===== src/common/capture_config.svh =====
`ifndef CAPTURE_CONFIG_SVH
`define CAPTURE_CONFIG_SVH

// --------------------
// source raster
// --------------------
`define H_TOTAL             858     // pixels per line
`define V_TOTAL             525     // lines per frame

// --------------------
// ring of line buffers
// --------------------
`define BUFFER_LINE_LENGTH  640
`define BUFFER_SIZE         4       // lines in the ring
`define RAM_ADDRESS_BITS    12
`define TRIGGER_ADDR        1280    // first word of slot 2

// --------------------
// capture windows
// --------------------
`define P_H_START           44      // progressive
`define P_H_END             684
`define P_V_END             480
`define D_H_START           1       // line doubler
`define D_H_END             641
`define D_V_END             504
`define D_GAP_START         240     // blank band between the two fields
`define D_GAP_END           263

`endif


===== src/common/capturePkg.sv =====
`default_nettype none

`include "capture_config.svh"

package capturePkg;

    // 24-bit RGB word, r in the top byte
    typedef struct packed {
        logic [7:0] r;
        logic [7:0] g;
        logic [7:0] b;
    } pixel;

    typedef struct packed {
        logic [11:0] x;
        logic [11:0] y;
    } rasterPos;

    // one write into the line buffer RAM
    typedef struct packed {
        logic                         en;
        logic [`RAM_ADDRESS_BITS-1:0] addr;
        pixel                         data;
    } ramWrite;

endpackage

`default_nettype wire


===== src/capture/frameCapture.sv =====
`default_nettype none

`include "capture_config.svh"

module frameCapture import capturePkg::*; (
    input  logic                 clock,
    input  logic                 reset,
    input  logic                 lineDoubler,
    input  rasterPos             pos,
    input  pixel                 pixelIn,
    output capturePkg::ramWrite  ramWrite,
    output logic                 startTrigger
);

    logic [11:0] hStart;
    logic [11:0] hEnd;
    logic [11:0] vEnd;
    logic        inGap;
    logic        inWindow;
    logic        firstBuffer;

    logic [`RAM_ADDRESS_BITS-1:0] slotBase;
    logic [`RAM_ADDRESS_BITS-1:0] column;
    logic [`RAM_ADDRESS_BITS-1:0] writeAddr;

    // --------------------
    // window selection
    // --------------------
    always_comb begin
        if (lineDoubler) begin
            hStart = 12'(`D_H_START);
            hEnd   = 12'(`D_H_END);
            vEnd   = 12'(`D_V_END);
        end else begin
            hStart = 12'(`P_H_START);
            hEnd   = 12'(`P_H_END);
            vEnd   = 12'(`P_V_END);
        end
    end

    // no writes between the two fields
    assign inGap = lineDoubler
                && pos.y >= 12'(`D_GAP_START)
                && pos.y <  12'(`D_GAP_END);

    assign inWindow = pos.x >= hStart
                   && pos.x <  hEnd
                   && pos.y <  vEnd
                   && !inGap;

    assign firstBuffer = pos.y < 12'(`BUFFER_SIZE);

    // --------------------
    // ring addressing
    // --------------------
    // vertical start is line 0 in both modes
    assign slotBase  = `RAM_ADDRESS_BITS'(`BUFFER_LINE_LENGTH * (pos.y % `BUFFER_SIZE));
    assign column    = `RAM_ADDRESS_BITS'(pos.x - hStart);
    assign writeAddr = slotBase + column;

    // control
    always_ff @(posedge clock) begin
        if (reset) begin
            ramWrite.en  <= 1'b0;
            startTrigger <= 1'b0;
        end else begin
            ramWrite.en  <= inWindow;
            startTrigger <= inWindow
                         && firstBuffer
                         && writeAddr == `RAM_ADDRESS_BITS'(`TRIGGER_ADDR);
        end
    end

    // payload
    always_ff @(posedge clock) begin
        ramWrite.addr <= writeAddr;
        ramWrite.data <= pixelIn;
    end

endmodule

`default_nettype wire


===== config.mk =====
export PLATFORM = sky130hd
export DESIGN_NAME = frameCapture
export DESIGN_NICKNAME = d
export VERILOG_FILES = /design/src/common/capturePkg.sv /design/src/capture/frameCapture.sv
export VERILOG_INCLUDE_DIRS = /design/src /design/src/common
export SDC_FILE = /design/constraint.sdc
export NUM_CORES = 1
export LEC_CHECK = 0
export ABC_CLOCK_PERIOD_IN_PS = 5400
export BUFFER_PORTS_ARGS = -buffer_cell sky130_fd_sc_hd__buf_4
export CELL_PAD_IN_SITES_DETAIL_PLACEMENT = 2
export CELL_PAD_IN_SITES_GLOBAL_PLACEMENT = 2
export CORE_ASPECT_RATIO = 2
export CORE_MARGIN = 5
export CORE_UTILIZATION = 28
export DETAILED_ROUTE_END_ITERATION = 10
export GPL_TIMING_DRIVEN = 0
export PLACE_DENSITY = 0.93
export SLEW_MARGIN = 25
export SYNTH_ARGS = -nofsm -noshare
export SYNTH_HDL_FRONTEND = slang
export SYNTH_SLANG_ARGS = --single-unit

===== constraint.sdc =====
create_clock -name clock -period 5.4 [get_ports clock]
set_clock_uncertainty 0.1 [all_clocks]
set_input_delay 0.54 -clock clock [delete_from_list [all_inputs] [get_ports clock]]
set_output_delay 0.54 -clock clock [all_outputs]
set_load 0.01 [all_outputs]

==> impl_metrics.env <==
export IMPL_cp_max_fo=9
export IMPL_synth_seq_area_share=0.430
export IMPL_min_path_cells=1
export IMPL_drcViolationCount=0
export IMPL_finalMaxSlewViolations=0
export IMPL_drtIter0Drc=50
export IMPL_antenna_found_initial=0
export IMPL_grt_usage=0.178
export IMPL_initial_core_util=0.283
export IMPL_clkTransAtPathRegs_ps=60
export IMPL_grt_overflow_total=0
export IMPL_endpoint_kind="flip-flop"
export IMPL_die_h_um=122
export IMPL_timing_final_ws_setup_ps=2410
export IMPL_status="completed"
export IMPL_cts_repair_resized=0
export IMPL_nets=345
export IMPL_ant_nets=0
export IMPL_slowest_stage="fa_1"
export IMPL_max_slew_margin=0.507
export IMPL_post_dp_hpwl_mm=5.82
export IMPL_post_cts_buffers=0
export IMPL_p_leak_nw=1.32
export IMPL_wire_per_inst_um=19.9
export IMPL_hold_buffers=0
export IMPL_top_level_ports=89
export IMPL_dpl_worst_slack_ps=2130
export IMPL_criticalPathCategory="in2reg"
export IMPL_finalCoreUtilization=0.427
export IMPL_async_flop_share=0
export IMPL_cts_sinks=38
export IMPL_drtPass1Iterations=4
export IMPL_regArea_um2=761
export IMPL_ctsRootBufferMaster="clkbuf_16"
export IMPL_grt_pass1_wl_mm=10.4
export IMPL_areaGrowthSynthToFinish_pct=51.0
export IMPL_rsz0062_at_grt="no"
export IMPL_synth_flop_cell="dfxtp_1"
export IMPL_design_die_area_um2=8110
export IMPL_synth_distinct_cells=40
export IMPL_tightest_slew_ps=733
export IMPL_hp_class="in2reg"
export IMPL_nFillCells=709
export IMPL_num_antenna_cells=0
export IMPL_die_w_um=66.2
export IMPL_cts_htree_levels=2
export IMPL_vias_per_cell=4.56
export IMPL_drv_cap=0
export IMPL_start_kind="primary input"
export IMPL_fmax_mhz=334
export IMPL_layout_drive_gt1_share=0.385
export IMPL_synthesis_area_um2=1770
export IMPL_syn_nets=250
export IMPL_grt_pass1_vias=1964
export IMPL_slowest_delay_ps=410
export IMPL_place_gp_congestion=0.790
export IMPL_multi_input_area_um2=912
export IMPL_routed_via_count=1623
export IMPL_synth_edf_count=0
export IMPL_fin_crit_sh=0.554
export IMPL_final_min_clock_period_ps=2990
export IMPL_hold_viol=0
export IMPL_synth_seq_cells=38
export IMPL_cp_arrival_ps=3070
export IMPL_fin_tns_setup_ps=0
export IMPL_cts_tree="yes"
export IMPL_power_density_nw_per_um2=315
export IMPL_irDropWorstVdd_uv=139
export IMPL_synth_warnings=0
export IMPL_routed_wl_mm=7.10
export IMPL_crit_path_cell_trace="buf_4 > ha_1 > inv_1 > ha_1 > inv_1 > fa_1 > or2_1 > a21oi_2 > nor2_1 > nor4_1 > nand4b_1 > a2111oi_2"
export IMPL_cp_data_required_time_ps=5480
export IMPL_yosys_area_top_type="dfxtp_1"
export IMPL_synth_area_per_cell_um2=10.1
export IMPL_fp_coreArea_um2=6260
export IMPL_port_buffers=88
export IMPL_setup_viol=0
export IMPL_cts_buffers=5
export IMPL_synth_top_cell_area_share=0.430
export IMPL_rows=41
export IMPL_synth_area_leaders="dfxtp_1 43%, ha_1 15%, inv_1 5.5%, fa_1 3.4%, nor2_1 2.5%"
export IMPL_grt_max_degree=12
export IMPL_cts_path_max_buffers=2
export IMPL_postSynthCellCount=175
layer usage:
metal,global-route usage,vias to the layer above,share of wire
li1,-,781,-
met2,0.370,48,0.63
met5,0,-,0
met1,0.152,780,0.30
met3,0.0247,14,0.032
met4,0.0865,0,0.034
flip-flops by register name (all words and copies together) (netlist names):
register / flops
ramWrite: 37
startTrigger: 1
cells in the final DEF, fill, tap and decap left out, types with 2 or more instances in the layout:
| master | instances |
|---|---|
| nand3_1 | 3 |
| buf_4 | 88 |
| nand4_1 | 3 |
| nor4_1 | 4 |
| nand2_1 | 10 |
| a21oi_1 | 5 |
| xnor2_1 | 2 |
| nand3b_1 | 2 |
| a21oi_2 | 2 |
| clkinv_2 | 2 |
| ha_1 | 21 |
| fa_1 | 3 |
| a21o_1 | 2 |
| nor3_1 | 6 |
| o21ai_0 | 3 |
| inv_1 | 26 |
| clkbuf_16 | 5 |
| nand2b_1 | 2 |
| nor2_1 | 12 |
| nand4b_1 | 2 |
| dfxtp_1 | 38 |
| xor2_1 | 5 |
| o2bb2ai_1 | 2 |
| o21ai_1 | 2 |
| or3_1 | 2 |
path summary, 6_finish.rpt:
check / startpoint / to
min: pixelIn[7] / ramWrite[7]
max: lineDoubler / startTrigger
synth_stat cells (2+ instances only):
| cell | instances |
|---|---|
| a21o_1 | 2 |
| a21oi_1 | 5 |
| a21oi_2 | 2 |
| dfxtp_1 | 38 |
| fa_1 | 3 |
| ha_1 | 21 |
| inv_1 | 26 |
| nand2_1 | 10 |
| nand2b_1 | 2 |
| nand3_1 | 3 |
| nand3b_1 | 2 |
| nand4_1 | 3 |
| nand4b_1 | 2 |
| nor2_1 | 12 |
| nor3_1 | 6 |
| nor4_1 | 4 |
| o21ai_0 | 3 |
| o21ai_1 | 2 |
| o2bb2ai_1 | 2 |
| or3_1 | 2 |
| xnor2_1 | 2 |
| xor2_1 | 5 |
per-stage QoR:
stage / hold WS, ps / area (um2) / cells / power (W)
after floorplan: 468 / 1770 / 175 / 0.000445
after global placement: 544 / 2540 / 349 / 0.000549
after CTS: 246 / 2670 / 356 / 0.000854
final: 251 / 2670 / 356 / 0.000841
after global routing: 250 / 2670 / 356 / 0.000879
after detailed placement: 546 / 2540 / 349 / 0.000563
critical path, delay by kind of cell:
kind / cells / cell delay (ps)
fa+ha+maj: 3 / 770
compound gates: 2 / 620
buf+inv: 3 / 270
simple gates: 4 / 870
layout make-up:
class / count / area share
multi-input combinational: 111 / 0.341
sequential: 38 / 0.285
timing repair buffer: 88 / 0.247
clock buffer: 5 / 0.0468
tap: 86 / 0.0402
inverter: 26 / 0.0365
clock inverter: 2 / 0.00374
power breakdown:
part | internal (W) | switching [W] | leakage [nW]
logic | 0.000115 | 0.000120 | 0.933
clock network | 0.000167 | 0.000116 | 0.0694
registers | 0.000313 | 0.0000104 | 0.320
cells by family after synthesis:
kind of cell | share of synthesized area
multiplexers | 0.00565
AO/OA/AOI/OAI | 0.133
AND/OR/NAND/NOR | 0.151
flip-flops | 0.430
adder cells (fa/ha/maj) | 0.182
buffers and inverters | 0.0551
XOR/XNOR | 0.0438
(Power assumes the default switching activity.)
