`config.mk`:
```
export PLATFORM = sky130hd
export DESIGN_NAME = videoTimingCounter
export DESIGN_NICKNAME = d
export VERILOG_FILES = /design/src/common/capturePkg.sv /design/src/logic/videoTimingCounter.sv
export VERILOG_INCLUDE_DIRS = /design/src /design/src/common
export SDC_FILE = /design/constraint.sdc
export NUM_CORES = 1
export LEC_CHECK = 0
export ABC_CLOCK_PERIOD_IN_PS = 4600
export BUFFER_PORTS_ARGS = -buffer_cell sky130_fd_sc_hd__buf_2
export CORE_MARGIN = 1.5
export CORE_UTILIZATION = 25
export CTS_CLUSTER_DIAMETER = 50
export DETAILED_ROUTE_END_ITERATION = 10
export PLACE_DENSITY = 0.51
export SLEW_MARGIN = 25
export SYNTH_ARGS = -nofsm -noshare
export SYNTH_HDL_FRONTEND = slang
export SYNTH_SLANG_ARGS = --single-unit
```
`constraint.sdc`:
```
create_clock -name clock -period 4.6 [get_ports clock]
set_clock_uncertainty 0.15 [all_clocks]
set_input_delay 0.23 -clock clock [delete_from_list [all_inputs] [get_ports clock]]
set_output_delay 0.23 -clock clock [all_outputs]
set_load 0.1 [all_outputs]
```
`src/common/capture_config.svh`:
```
`ifndef CAPTURE_CONFIG_SVH
`define CAPTURE_CONFIG_SVH

// --------------------
// source raster
// --------------------
`define H_TOTAL             858     // pixels per line
`define V_TOTAL             525     // lines per frame

// --------------------
// ring of line buffers
// --------------------
`define BUFFER_LINE_LENGTH  640
`define BUFFER_SIZE         4       // lines in the ring
`define RAM_ADDRESS_BITS    12
`define TRIGGER_ADDR        1280    // first word of slot 2

// --------------------
// capture windows
// --------------------
`define P_H_START           44      // progressive
`define P_H_END             684
`define P_V_END             480
`define D_H_START           1       // line doubler
`define D_H_END             641
`define D_V_END             504
`define D_GAP_START         240     // blank band between the two fields
`define D_GAP_END           263

`endif

```
`src/common/capturePkg.sv`:
```
`default_nettype none

`include "capture_config.svh"

package capturePkg;

    // 24-bit RGB word, r in the top byte
    typedef struct packed {
        logic [7:0] r;
        logic [7:0] g;
        logic [7:0] b;
    } pixel;

    typedef struct packed {
        logic [11:0] x;
        logic [11:0] y;
    } rasterPos;

    // one write into the line buffer RAM
    typedef struct packed {
        logic                         en;
        logic [`RAM_ADDRESS_BITS-1:0] addr;
        pixel                         data;
    } ramWrite;

endpackage

`default_nettype wire

```
`src/logic/videoTimingCounter.sv`:
```
`default_nettype none

module videoTimingCounter import capturePkg::*; (
    input  logic     clock,
    input  logic     reset,
    input  logic     hsync,
    input  logic     vsync,
    input  pixel     inPixel,
    output rasterPos pos,
    output pixel     pixelOut
);

    localparam logic [11:0] COUNT_MAX = 12'hFFF;

    // --------------------
    // column and line counters
    // --------------------
    always_ff @(posedge clock) begin
        if (reset) begin
            pos.x <= '0;
            pos.y <= '0;
        end else begin
            if (hsync) begin
                pos.x <= '0;                        // first pixel of the line
                if (vsync) begin
                    pos.y <= '0;
                end else if (pos.y != COUNT_MAX) begin
                    pos.y <= pos.y + 12'd1;
                end
            end else if (pos.x != COUNT_MAX) begin
                pos.x <= pos.x + 12'd1;             // holds if hsync goes missing
            end
        end
    end

    // pixel follows its position by the same one cycle
    always_ff @(posedge clock) begin
        pixelOut <= inPixel;
    end

endmodule

`default_nettype wire

```
==> results of run 1 <==
-- sequential cells by signal, indices dropped and copies added, names as in the netlist --
name,count
pixelOut,24
pos,24
-- layout make-up --
cell class | count | area, sq um
tap | 96 | 120
clock buffer | 5 | 68.8
clock inverter | 3 | 46.3
sequential | 48 | 961
timing repair buffer | 99 | 616
inverter | 5 | 18.8
fill | 721 | 4220
multi-input combinational | 118 | 778
-- worst paths after layout --
path / from / to / depth (start not counted)
min: vsync / pos[7]$_SDFFE_PP0P_ / 2
max reg2reg: pos[12]$_SDFFE_PP0P_ / pos[17]$_SDFFE_PP0P_ / 5
min reg2reg: pos[1]$_SDFFE_PP0P_ / pos[1]$_SDFFE_PP0P_ / 2
max: pos[12]$_SDFFE_PP0P_ / pos[17]$_SDFFE_PP0P_ / 5
-- metal layers --
metal  track usage (%)  vias to the layer above  wire length (microns)
met1              15.5                      789                   1960
met2              20.0                       45                   2280
met4              1.73                        0                     22
met3              4.83                        5                    301
li1                  -                      855                      -
met5                 0                        -                      0
-- logic make-up (layout without fill, tap and decap cells) --
logic type,count (synthesis),after routing,synth area share (%)
simple gates,68,68,22.9
buf+inv,11,112,2.46
fa+ha+maj,2,2,1.40
compound gates,44,44,17.4
xor+xnor,4,4,1.97
flops,48,48,53.9
-- cells in the mapped netlist (3+ instances only) --
cell type  number
or4_1           4
nor3_1          4
nand2b_1        4
nor2_1         12
inv_1           5
nand4_1         5
o21ai_1         4
o211ai_1        5
dfxtp_1        48
or3_1           4
nand2_1        12
a31oi_1        10
a21oi_1        12
xnor2_1         3
nand3_1        10
o31ai_1         4
clkbuf_1        4
-- per-stage QoR --
step | instance area (sq um) | instances | util (%) | power, mW | hold slack (ns)
after floorplan | 1780 | 177 | - | 0.549 | 0.108
after global placement | 2250 | 342 | 33.0 | 0.577 | 0.182
after CTS | 2610 | 374 | 38.2 | 0.916 | 0.0407
after global routing | 2610 | 374 | 38.2 | 0.938 | 0.0483
final | 2610 | 374 | 38.2 | 0.901 | 0.0482
after detailed placement | 2250 | 342 | 33.0 | 0.577 | 0.184
-- power by group --
part	internal, mW	leakage [nW]	switching, mW
logic	0.0351	0.632	0.115
clock network	0.164	0.0548	0.155
registers	0.428	0.396	0.00434
-- timing repair --
item                                   CTS  global route
hold buffers                            24             0
gates resized for setup                  0             0
endpoints found under the hold margin   24             0
==> flow_summary.yaml, run 1 <==
floorplanning:
  die_w_microns: 87.5
  ios: 76
  die_h_microns: 87.5
  start_util_pct: 26.1
  num_rows: 30
  core_area_sq_mm: 0.00683
  die-area_sq_mm: 0.00765
worst_setup_path:
  cp_max_fo: 6
  required_ns: 4.65
  crit_buf_inv: 0
  cp_top_family: "simple AND/OR/NAND/NOR gates"
  cp.arrival_ns: 1.99
  cp-start-kind: "register"
  slowest_stage: "nor3_1"
  path_cells: "ha_1 -> nand4_1 -> nor3_1 -> or4_1 -> a21oi_1"
  end_kind: "register"
  max_stage_delay_ns: 0.56
  crit_type: "register to register"
  r2r_slack_ns: 2.66
run:
  cap_violations: 0
timing:
  totalNegativeSetupSlack_ns: 0
  layout_setup_ws_ns: 2.66
  tightestPinTransition_ns: 0.571
  clock.fmax_mhz: 515
  period_minus_slack_ns: 1.94
  slew_violations: 0
  finalHoldViolations: 0
  rsz0062_at_grt: "no"
  slew_headroom_pct: 61.6
  finalSetupViolCount: 0
  fin_crit_sh_pct: 42.2
global_route:
  grt_pass1_vias: 1573
  gr-total-overflow: 0
  antenna_found_initial: 0
  grt_usage_pct: 12.2
  grt_pass1_wl_mm: 7.39
  grt_max_degree: 17
cts:
  cts_root_buf: "clkbuf_8"
  cts_buffers: 5
  cts_sinks: 48
  htreeDepth: 2
  clk_latency_ns: 0.31
  clk_pin_slew_ns: 0.10
  cts_tree: "built"
  postCtsSetupRepairBufs: 0
  clk_path_buf_depth: 2
status:
  status: "completed"
placed_design:
  port_buffers: 75
  dp_hpwl_mm: 3.11
  gp_congestion: 0.763
  place_ws_ns: 2.67
synth:
  syn-cell-area_sq_mm: 0.00178
  yosysSeqAreaShare_pct: 53.9
  async_flop_share_pct: 0
  ys_seq_elements: 48
  ys_warn_count: 0
  synthTopCellsByArea: "dfxtp_1, a31oi_1, a21oi_1, nand3_1, nand2_1"
  synth_edf_count: 0
  ys.flop_type: "dfxtp_1"
  synthCells: 177
  synth_area_leader_cell: "dfxtp_1"
  yosysTopAreaCellShare_pct: 53.9
  synth_nets: 207
  yosysUniqueCellTypes: 41
  avgSynthCellArea_sq_um: 10.1
layout:
  drive_above_1_share_pct: 33.8
  final_cell_mix: "buf_2, dfxtp_1, dlygate4sd3_1"
  nNetsFinal: 307
  mostFrequentLayoutCell: "buf_2"
  diodes: 0
  area_delta_synth_final_pct: 46.3
drt:
  final_antenna_net_count: 0
  wl_per_cell_microns: 12.2
  drtPass1Iterations: 4
  drt-vias-per-instance: 4.53
  vias: 1694
  drcViolationCount: 0
  wl_mm: 4.57
  drt_iter0_markers: 79
power:
  total_leakage_power_nw: 1.08
  power_density_mw_per_mm2: 346
  ir_drop_mv: 0.157
min_path:
  hold_path_class: "input port to register"
No activity file was read; power rests on OpenSTA's default activity.
==> inputs of run 2 (changes only) <==
--- a/config.mk
+++ b/config.mk
@@ -6,7 +6,7 @@
 export SDC_FILE = /design/constraint.sdc
 export NUM_CORES = 1
 export LEC_CHECK = 0
-export ABC_CLOCK_PERIOD_IN_PS = 4600
+export ABC_CLOCK_PERIOD_IN_PS = 2000
 export BUFFER_PORTS_ARGS = -buffer_cell sky130_fd_sc_hd__buf_2
 export CORE_MARGIN = 1.5
 export CORE_UTILIZATION = 25
==> constraint.sdc (replaced) <==
create_clock -name clock -period 2 [get_ports clock]
set_clock_uncertainty 0.15 [all_clocks]
set_input_delay 0.1 -clock clock [delete_from_list [all_inputs] [get_ports clock]]
set_output_delay 0.1 -clock clock [all_outputs]
set_load 0.1 [all_outputs]
==> run 2 against run 1 <==
Net effect:
- sequential power grew 130%
- wire length grew 1.3%
- worst setup slack got worse by 2.5 ns
- via count down 0.24%
- count of clock-buffer cells in the layout grew 1
- combinational power is 130% higher
- highest routed layer unchanged
- global-route usage up 0.12 points
- critical path depth is 1 higher
==> flow_summary.yaml, run 2 (synthesis results as in run 1) <==
power:
  power_density_mw_per_mm2: 748
  total_leakage_power_nw: 1.12
  ir_drop_mv: 0.361
  finalPower_mw: 2.01
cts:
  htreeDepth: 2
  clk_latency_ns: 0.30
  cts_root_buf: "clkbuf_8"
  clk_path_buf_depth: 2
  cts_sinks: 48
  cts_tree: "built"
  cts_buffers: 5
  postCtsResizedCells: 0
  clk_pin_slew_ns: 0.09
global_route:
  gr-total-overflow: 0
  antenna_found_initial: 0
  grt_pass1_vias: 1619
  grt_max_degree: 17
  grt_pass1_wl_mm: 7.41
  grt_usage_pct: 12.3
layout:
  area_delta_synth_final_pct: 50.5
  drive_above_1_share_pct: 42.9
  reg.largest.list: "pixelOut: 24 flops, pos: 24 flops"
  final_cell_mix: "buf_2, dlygate4sd3_1, dfxtp_1, dfxtp_2"
  nNetsFinal: 311
  mostFrequentLayoutCell: "buf_2"
  nFillCells: 714
  diodes: 0
worst_setup_path:
  slowest_stage: "o41ai_4"
  required_ns: 2.04
  end_kind: "register"
  crit_type: "input port to register"
  path_cells: "dlygate4sd3_1 -> buf_2 -> nand4b_1 -> o41ai_4 -> nand3b_1 -> a21oi_1"
  cp.arrival_ns: 1.91
  cp-start-kind: "input port"
  max_stage_delay_ns: 0.63
  cp-startpoint: "vsync"
  regToRegStartpoint: "pos[0]$_SDFFE_PP0P_"
  cp_max_fo: 9
status:
  status: "completed"
drt:
  vias: 1690
  drcViolationCount: 0
  wl_per_cell_microns: 12.2
  final_antenna_net_count: 0
  drt_iter0_markers: 65
  drt-vias-per-instance: 4.47
  drtPass1Iterations: 4
  wl_mm: 4.63
placed_design:
  gp_congestion: 0.732
  dp_hpwl_mm: 3.13
  port_buffers: 75
timing:
  slew_headroom_pct: 62.4
  tightestPinTransition_ns: 0.562
  period_minus_slack_ns: 1.87
  totalNegativeSetupSlack_ns: 0
  fin_crit_sh_pct: 93.6
  clock.fmax_mhz: 534
  slew_violations: 0
  rsz0062_at_grt: "no"
  holdWs_ns: 0.0288
  finalHoldViolations: 0
  finalSetupViolCount: 0
floorplanning:
  num_rows: 30
  die_h_microns: 87.5
  core_area_sq_mm: 0.00683
  ios: 76
  start_util_pct: 26.1
  die-area_sq_mm: 0.00765
  die_w_microns: 87.5
min_path:
  hp-start: "reset"
  hold_path_class: "input port to register"
run:
  cap_violations: 0
[run 2: cell count changes in the layout (fill, tap and decap cells not counted)]
| cell | before | now |
|---|---|---|
| clkinvlp_4 | 1 | 0 |
| inv_4 | 0 | 1 |
| dfxtp_2 | 0 | 17 |
| clkbuf_16 | 0 | 1 |
| dlygate4sd3_1 | 24 | 25 |
| bufinv_16 | 1 | 0 |
| dfxtp_4 | 0 | 7 |
| buf_4 | 0 | 3 |
| dfxtp_1 | 48 | 24 |
[run 2: per-layer routing]
metal	vias to the layer above	global-route usage (%)	wire length, microns
met4	0	3.61	79
met3	8	2.94	189
met5	-	0	0
met2	46	21.3	2360
met1	766	15.2	2000
li1	870	-	-
[run 2: critical path, delay by kind of cell]
kind | cells | cell delay (ns)
buffers and inverters | 2 | 0.70
AND/OR/NAND/NOR | 2 | 0.41
AO/OA/AOI/OAI | 2 | 0.70
[run 2: repair_timing]
| action | in CTS | in global routing |
|---|---|---|
| setup endpoints to repair | 0 | 1 |
| hold buffers | 25 | 0 |
| buffers inserted | 0 | 0 |
| hold endpoints to repair | 25 | 0 |
[run 2: final timing paths]
kind / end / slack (ns) / depth (start not counted)
worst min register to register: pos[16]$_SDFFE_PP0P_ / 0.33 / 1
worst max register to register: pos[9]$_SDFFE_PP0P_ / 0.14 / 5
worst max-delay path: pos[1]$_SDFFE_PP0P_ / 0.13 / 6
worst min-delay path: pos[10]$_SDFFE_PP0P_ / 0.03 / 3
[run 2: layout make-up]
| cell class | instances | area, sq um | area share (%) |
|---|---|---|---|
| sequential | 48 | 1010 | 37.6 |
| multi-input combinational | 118 | 778 | 29.0 |
| timing repair buffer | 103 | 648 | 24.2 |
| tap | 96 | 120 | 4.48 |
| clock buffer | 6 | 93.8 | 3.50 |
| inverter | 5 | 18.8 | 0.700 |
| clock inverter | 2 | 15.0 | 0.560 |
[run 2: report_power, final]
part	switching [mW]	leakage [nW]	internal, mW
sequential	0.0102	0.410	0.977
clock	0.343	0.0573	0.328
combinational	0.267	0.651	0.0833
total	0.619	1.12	1.39
[run 2: stage by stage]
stage | std cells | setup slack, ns | util, % | cell area, sq um
finish | 378 | 0.129 | 39.3 | 2680
floorplan | 177 | 0.0165 | - | 1830
global route | 378 | 0.0117 | 39.3 | 2680
global placement | 345 | 0.152 | 34.0 | 2320
detailed placement | 345 | 0.125 | 34.0 | 2320
CTS | 378 | 0.102 | 39.3 | 2680
