File: config.mk
export PLATFORM = sky130hd
export DESIGN_NAME = bufferReader
export DESIGN_NICKNAME = d
export VERILOG_FILES = /design/src/common/capturePkg.sv /design/src/output/bufferReader.sv
export VERILOG_INCLUDE_DIRS = /design/src /design/src/common
export SDC_FILE = /design/constraint.sdc
export NUM_CORES = 1
export LEC_CHECK = 0
export ABC_CLOCK_PERIOD_IN_PS = 5600
export BUFFER_PORTS_ARGS = -buffer_cell sky130_fd_sc_hd__buf_2
export CAP_MARGIN = 25
export CORE_MARGIN = 5
export CORE_UTILIZATION = 51
export CTS_BUF_LIST = sky130_fd_sc_hd__clkbuf_8 sky130_fd_sc_hd__clkbuf_16
export DETAILED_ROUTE_END_ITERATION = 16
export GPL_ROUTABILITY_DRIVEN = 0
export PLACE_DENSITY = 0.79
export SLEW_MARGIN = 20
export SYNTH_ARGS = -nofsm -noshare
export SYNTH_HDL_FRONTEND = slang
export SYNTH_SLANG_ARGS = --single-unit
export TNS_END_PERCENT = 10
File: constraint.sdc
create_clock -name clock -period 5.6 [get_ports clock]
set_clock_uncertainty 0.1 [all_clocks]
set_input_delay 0.56 -clock clock [delete_from_list [all_inputs] [get_ports clock]]
set_output_delay 0.56 -clock clock [all_outputs]
set_load 0.02 [all_outputs]
File: src/common/capture_config.svh
`ifndef CAPTURE_CONFIG_SVH
`define CAPTURE_CONFIG_SVH

// --------------------
// source raster
// --------------------
`define H_TOTAL             858     // pixels per line
`define V_TOTAL             525     // lines per frame

// --------------------
// ring of line buffers
// --------------------
`define BUFFER_LINE_LENGTH  640
`define BUFFER_SIZE         4       // lines in the ring
`define RAM_ADDRESS_BITS    12
`define TRIGGER_ADDR        1280    // first word of slot 2

// --------------------
// capture windows
// --------------------
`define P_H_START           44      // progressive
`define P_H_END             684
`define P_V_END             480
`define D_H_START           1       // line doubler
`define D_H_END             641
`define D_V_END             504
`define D_GAP_START         240     // blank band between the two fields
`define D_GAP_END           263

`endif

File: src/common/capturePkg.sv
`default_nettype none

`include "capture_config.svh"

package capturePkg;

    // 24-bit RGB word, r in the top byte
    typedef struct packed {
        logic [7:0] r;
        logic [7:0] g;
        logic [7:0] b;
    } pixel;

    typedef struct packed {
        logic [11:0] x;
        logic [11:0] y;
    } rasterPos;

    // one write into the line buffer RAM
    typedef struct packed {
        logic                         en;
        logic [`RAM_ADDRESS_BITS-1:0] addr;
        pixel                         data;
    } ramWrite;

endpackage

`default_nettype wire

File: src/output/bufferReader.sv
`default_nettype none

`include "capture_config.svh"

module bufferReader import capturePkg::*; (
    input  logic                         clock,
    input  logic                         reset,
    input  logic                         lineDoubler,
    input  logic                         startTrigger,
    output logic [`RAM_ADDRESS_BITS-1:0] readAddr,
    input  pixel                         readData,
    output pixel                         outPixel,
    output rasterPos                     outPos,
    output logic                         outValid
);

    logic        running;
    logic [11:0] rasterX;
    logic [11:0] rasterY;

    logic [11:0] hStart;
    logic [11:0] hEnd;
    logic [11:0] vEnd;
    logic        inGap;
    logic        inWindow;

    logic [`RAM_ADDRESS_BITS-1:0] slotBase;
    logic [`RAM_ADDRESS_BITS-1:0] column;

    rasterPos addrPos;
    logic     addrValid;

    // --------------------
    // output raster counter
    // --------------------
    always_ff @(posedge clock) begin
        if (reset) begin
            running <= 1'b0;
            rasterX <= '0;
            rasterY <= '0;
        end else if (startTrigger) begin
            running <= 1'b1;
            rasterX <= '0;
            rasterY <= 12'd2;                       // line marked by the trigger
        end else if (running) begin
            if (rasterX == 12'(`H_TOTAL - 1)) begin
                rasterX <= '0;
                rasterY <= (rasterY == 12'(`V_TOTAL - 1)) ? '0 : rasterY + 12'd1;
            end else begin
                rasterX <= rasterX + 12'd1;
            end
        end
    end

    // --------------------
    // window rules
    // --------------------
    always_comb begin
        if (lineDoubler) begin
            hStart = 12'(`D_H_START);
            hEnd   = 12'(`D_H_END);
            vEnd   = 12'(`D_V_END);
        end else begin
            hStart = 12'(`P_H_START);
            hEnd   = 12'(`P_H_END);
            vEnd   = 12'(`P_V_END);
        end
    end

    assign inGap = lineDoubler
                && rasterY >= 12'(`D_GAP_START)
                && rasterY <  12'(`D_GAP_END);

    assign inWindow = running
                   && rasterX >= hStart
                   && rasterX <  hEnd
                   && rasterY <  vEnd
                   && !inGap;

    // same ring address as the writer
    assign slotBase = `RAM_ADDRESS_BITS'(`BUFFER_LINE_LENGTH * (rasterY % `BUFFER_SIZE));
    assign column   = `RAM_ADDRESS_BITS'(rasterX - hStart);

    // --------------------
    // address stage
    // --------------------
    always_ff @(posedge clock) begin
        if (reset) begin
            addrValid <= 1'b0;
        end else begin
            addrValid <= inWindow;
        end
    end

    always_ff @(posedge clock) begin
        readAddr  <= slotBase + column;
        addrPos.x <= rasterX - hStart;              // re-based to column 0
        addrPos.y <= rasterY;
    end

    // --------------------
    // RAM read stage
    // --------------------
    always_ff @(posedge clock) begin
        if (reset) begin
            outValid <= 1'b0;
        end else begin
            outValid <= addrValid;
        end
    end

    always_ff @(posedge clock) begin
        outPos <= addrPos;
    end

    assign outPixel = readData;                     // already one cycle behind readAddr

endmodule

`default_nettype wire

==> results of run 1 <==
synthesized netlist by cell type, types with 8 or more instances:
cell type and n:
inv_1 8, nand2_1 16, a21oi_1 12, xor2_1 19, and3_1 8, o21ai_0 9
buf_4 31, nor2_1 29, ha_1 14, nand3_1 10, dfxtp_1 80, xnor2_1 8
metal layers:
metal  wire, um  part of all wire  GRT usage  vias up
met5          0                 0          0        -
met4        114             0.021     0.0687        0
met3        467             0.084     0.0593       15
met2       2500              0.45      0.231       59
met1       2450              0.44      0.190      927
li1           -                 -          -     1032
critical path, cell delays in order (launching register included):
cell and delay, ns:
dfxtp_1 0.42, inv_1 0.06, ha_1 0.19, ha_1 0.21
nor2b_1 0.15, nor2_1 0.06, o21bai_1 0.27, nor2_1 0.09
xor2_1 0.20, fa_1 0.46, a21o_1 0.17, a21oi_1 0.17
xnor2_1 0.12
through the flow:
step / worst slack, ns / instances / power (uW)
after global routing: 2.64 / 398 / 1140
after floorplan: 2.95 / 305 / 689
after CTS: 2.84 / 398 / 1110
final: 2.85 / 398 / 1090
after global placement: 2.64 / 382 / 682
after detailed placement: 2.57 / 382 / 683
registers in the layout, summed over array words and instances (netlist names):
register,count
outValid,1
addrPos,24
readAddr,5
addrValid,1
rasterX,12
rasterY,12
outPos,24
running,1
worst paths after layout:
| path | from | endpoint | slack, ns |
|---|---|---|---|
| worst max-delay path | rasterX[0]$_SDFFE_PP0P_ | readAddr[11]$_DFF_P_ | 2.85 |
| worst min-delay path | addrPos[21]$_DFF_P_ | outPos[21]$_DFF_P_ | 0.23 |
| worst max register to register | rasterX[0]$_SDFFE_PP0P_ | readAddr[11]$_DFF_P_ | 2.85 |
| worst min register to register | addrPos[21]$_DFF_P_ | outPos[21]$_DFF_P_ | 0.23 |
logic make-up after synthesis:
| logic type | after synthesis |
|---|---|
| XOR/XNOR | 27 |
| adder cells (fa/ha/maj) | 15 |
| AO/OA/AOI/OAI | 34 |
| flip-flops | 80 |
| AND/OR/NAND/NOR | 100 |
| multiplexers | 3 |
| buffers and inverters | 46 |
cell type report:
type | count | area (um2) | area share
Sequential cell | 80 | 1600 | 0.478
Timing Repair Buffer | 40 | 200 | 0.0598
Clock buffer | 10 | 138 | 0.0411
Multi-Input combinational cell | 179 | 1220 | 0.364
Tap cell | 75 | 93.8 | 0.0280
Clock inverter | 6 | 67.6 | 0.0202
Inverter | 8 | 30.0 | 0.00897
power groups by stage:
stage,combinational [uW],clock [uW],sequential (uW)
final,73.2,424,595
after global routing,80.0,464,598
after CTS,74.2,435,596
after detailed placement,73.7,0,609
after global placement,72.8,0,609
after floorplan,67.6,0,621
==> metrics.cfg, run 1 <==
[outcome]
outcome = finished clean

[yosys]
synth_top_family_by_area = simple AND/OR/NAND/NOR gates
synth.avg_cell_area_um2 = 10.2
synthArstFlopShare = 0
seq_area_frac_synth = 0.514
synthTopCellsByArea = dfxtp_1 51%, buf_4 7.5%, ha_1 5.6%
synth.top_cell.area_share = 0.514
synthesis.area_um2 = 3120
synth_compound_area_frac = 0.0674
yosys.area.top_type = dfxtp_1
yosys_most_used_dff = dfxtp_1
synth_xor_area_frac = 0.0758
syn_inst = 305
synthMuxAreaShare = 0.0104
ys_warn_count = 0
synth_simple_gate_area_share = 0.174
synth_fp_nets = 348
synthAdderAreaFrac = 0.0626
synth_edf_count = 0
ys_types = 46
synth_seq_cells = 80

[pwr]
p_sw_frac = 0.236
p_leak_uw = 0.00143
p_per_area_nw_per_um2 = 326
p_clk_frac = 0.388
ir_drop_mv = 0.153
internal_power_uw = 834
seq_power_share = 0.545
p_sw_uw = 258
pwr-share-comb = 0.067

[sta]
relSlewSlack = 0.639
setup_viol = 0
finalSetupTns_ns = 0
whs_ns = 0.229
post-route-period-util = 0.491
hold_viol_final = 0
fmax_mhz = 364
slew_viol_final = 0
worst_pin_slew_ns = 0.527
rsz0062_at_grt = no
period_needed_ns = 2.75

[routing]
viasPerCell = 5.11
antenna_left = 0
drcViolationCount = 0
finalWirelength_mm = 5.53
drt_iter0_drc = 101
wire_per_inst_um = 13.9
first_pass_iters = 4
vias = 2033

[global_routing]
antenna_found_initial = 0
grt_pass1_vias = 1849
grt_max_degree = 15
grt_overflow = 0
grt.total_usage = 0.152
grt_pass1_wl_mm = 9.03

[clocking]
cts_hold_buf = 0
cts_tree = yes
numClockSinks = 80
cts_buffer_depth = 2
cts_root_buf = clkbuf_8
htreeDepth = 3
clkLatencyLatePin_ns = 0.35
postCtsSetupBuffers = 0
clk_pin_slew_ns = 0.08
cts_buffers = 9
cts.repair.resized = 0

[hold_path]
hold_path_class = reg2reg
holdPathStages = 0

[layout]
area_growth_pct = 7.38
antennaDiodeCount = 0
fin_util = 0.566
layout_common_cells = 80 x dfxtp_1, 40 x buf_2, 29 x nor2_1
fin_nets = 361
design_area_um2 = 3350
layout_commonest_cell = dfxtp_1
drive_gt1_frac = 0.211
num-fill-cells = 524

[floorplan]
dieWidth_um = 88.2
ios = 89
start_util = 0.527
die_height_um = 88.2
die-area_um2 = 7780
rows = 28
core_region_area_um2 = 5920

[worst_setup_path]
arrival_ns = 2.94
crit_type = reg2reg
cp.required_ns = 5.79
critPathCaptureType = flop
critPathLaunchType = flop
reg2reg_depth = 12
cp_max_fo = 5

[flow_run]
maxCapViolations = 0

[place]
dpl_cell_area_um2 = 3140
hpwl_mm = 4.07
port_buffers = 40

No activity file was read; power rests on OpenSTA's default activity.
==> inputs of run 2 (changes only) <==
Settings changed: ABC_AREA from default to 1, ABC_CLOCK_PERIOD_IN_PS 5600 to 2600, PLACE_DENSITY 0.79 to 0.77.
Clock period 5.6 ns to 2.6 ns, I/O delays scaled along.
==> run 2 against run 1 <==
Effect of this change: core utilization up 1.3 points; total power is 110% higher; maximum frequency up 11%; count of clock-buffer cells in the layout stayed put; register-to-register slack lost 2.7 ns; critical path depth increased by 1; synthesized area grew 12%; non-clock buffer count rose by 17.
==> metrics.cfg, run 2 <==
[floorplan]
ios = 89
die_height_um = 92.6
core_region_area_um2 = 6720
die-area_um2 = 8580
rows = 30
start_util = 0.518
dieWidth_um = 92.6

[pwr]
pwr-share-comb = 0.081
ir_drop_mv = 0.260
p_sw_frac = 0.251
internal_power_uw = 1710
p_per_area_nw_per_um2 = 587
p_leak_uw = 0.00184
p_sw_uw = 573
p_clk_frac = 0.358
seq_power_share = 0.561
finalPower_uw = 2280

[global_routing]
grt_pass1_vias = 2555
grt_max_degree = 15
grt.total_usage = 0.163
antenna_found_initial = 0
grt_overflow = 0
grt_pass1_wl_mm = 11.3

[routing]
viasPerCell = 4.98
finalWirelength_mm = 6.90
vias = 2770
antenna_left = 0
drcViolationCount = 0
first_pass_iters = 4
drt_iter0_drc = 207
wire_per_inst_um = 12.4

[yosys]
synth_seq_cells = 80
synth.top_cell.area_share = 0.460
ys_types = 32
synth_edf_count = 0
yosys_most_used_dff = dfxtp_1
ys_warn_count = 0
syn_inst = 437
synthesis.area_um2 = 3480
synthMostInstantiatedCell = nand2_1
synth.top_cells.by_count = 93 x nand2_1, 80 x dfxtp_1, 55 x nor2_1
seq_area_frac_synth = 0.460
synth.avg_cell_area_um2 = 7.97
yosys.area.top_type = dfxtp_1
synth_fp_nets = 480
synthTopCellsByArea = dfxtp_1 46%, nand2_1 10%, buf_4 6.9%
synthArstFlopShare = 0

[outcome]
outcome = finished clean

[place]
pre_cts_ws_ns = 0.0118
hpwl_mm = 5.24
port_buffers = 40
dpl_cell_area_um2 = 3630

[layout]
antennaDiodeCount = 0
fin_nets = 514
layout_common_cells = 91 x nand2_1, 79 x dfxtp_1, 55 x nor2_1
largest_registers = addrPos (24), outPos (24)
drive_gt1_frac = 0.216
area_growth_pct = 11.6
fin_util = 0.579
design_area_um2 = 3890
num-fill-cells = 583
layout_commonest_cell = nand2_1
multi_input_area_um2 = 1460
seqCellArea_um2 = 1600

[worst_setup_path]
critPathLaunchType = flop
arrival_ns = 2.62
crit_type = reg2reg
crit_start = rasterX[2]$_SDFFE_PP0P_
critPathCaptureType = flop
cp.required_ns = 2.74
reg2reg_depth = 13
ff2ff_setup_slack_ns = 0.12
worstReg2RegEnd = readAddr[11]$_DFF_P_
r2r-start = rasterX[2]$_SDFFE_PP0P_
cp_max_fo = 5

[sta]
period_needed_ns = 2.48
relSlewSlack = 0.696
fmax_mhz = 403
setup_viol = 0
fin_ws_ns = 0.122
hold_viol_final = 0
post-route-period-util = 0.953
slew_viol_final = 0
worst_pin_slew_ns = 0.452

[clocking]
cts_buffer_depth = 2
numClockSinks = 80
clkLatencyLatePin_ns = 0.35
cts_hold_buf = 0
cts_buffers = 9
cts_tree = yes
cts_root_buf = clkbuf_8
htreeDepth = 3
clk_pin_slew_ns = 0.08

[hold_path]
min_delay_worst_endpoint = rasterY[1]$_SDFFE_PP0P_
hold_path_class = in2reg
hp-start = reset
holdPathStages = 2

[flow_run]
maxCapViolations = 0

[run 2: worst max-delay path by stage]
stage / end / slack (ns)
after floorplan: readAddr[11]$_DFF_P_ / 0.15
final: readAddr[11]$_DFF_P_ / 0.12
after CTS: readAddr[11]$_DFF_P_ / 0.05
after global routing: readAddr[11]$_DFF_P_ / -0.01
after detailed placement: readAddr[11]$_DFF_P_ / 0.01
after global placement: readAddr[11]$_DFF_P_ / 0.06
[run 2: area by class of cell]
type                    count  area share
multi-input cells         267       0.376
clock buffers              10      0.0354
well taps                  80      0.0257
inverters                  56      0.0553
clock inverters             6      0.0109
repair buffers             57      0.0843
flip-flops and latches     80       0.412
[run 2: repair_timing]
action | 4_1_cts | 5_1_grt
gates resized for setup | 0 | 12
setup endpoints to repair | 0 | 1
setup buffers | 0 | 2
[run 2: through the flow]
step | TNS, ns | cells | hold slack [ns]
final | 0 | 556 | 0.0604
after global routing | -0.0120 | 556 | 0.0560
after CTS | 0 | 554 | 0.0454
after detailed placement | 0 | 538 | 0.212
after global placement | 0 | 538 | 0.210
after floorplan | 0 | 437 | 0.210
[run 2: kinds of logic (layout without fill, tap and decap cells)]
| logic type | count (synthesis) | after routing | synth area share |
|---|---|---|---|
| AOI/OAI and AO/OA | 30 | 30 | 0.0463 |
| xor gates and xnor gates | 10 | 10 | 0.0251 |
| adders and majority gates | 15 | 15 | 0.0560 |
| buffers and inverters | 90 | 129 | 0.137 |
| DFF | 80 | 80 | 0.460 |
| and+or+nand+nor | 212 | 212 | 0.276 |
[run 2: metal layers]
metal / vias up / GRT usage / wire length (um)
li1: 1418 / - / -
met1: 1239 / 0.208 / 3040
met2: 95 / 0.248 / 3160
met3: 18 / 0.0479 / 531
met4: 0 / 0.0879 / 171
met5: - / 0 / 0
[run 2: critical path: stages, from the launching register on]
cell and delay, ns:
dfxtp_1 0.33, ha_1 0.34, nand2_1 0.10, nand2_1 0.07
a21oi_1 0.19, xor2_1 0.11, ha_1 0.24, fa_2 0.39
a21oi_2 0.13, nor2_1 0.05, nor2_1 0.14, inv_1 0.06
nand3_1 0.08, nand2_1 0.05
[run 2: power by group through the flow]
| stage | combinational (uW) | clock, uW | sequential (uW) |
|---|---|---|---|
| 2_1_floorplan | 155 | 0 | 1340 |
| 3_3_place_gp | 174 | 0 | 1310 |
| 3_5_place_dp | 176 | 0 | 1310 |
| 4_1_cts | 177 | 828 | 1280 |
| 5_1_grt | 204 | 890 | 1290 |
| 6_report | 185 | 816 | 1280 |
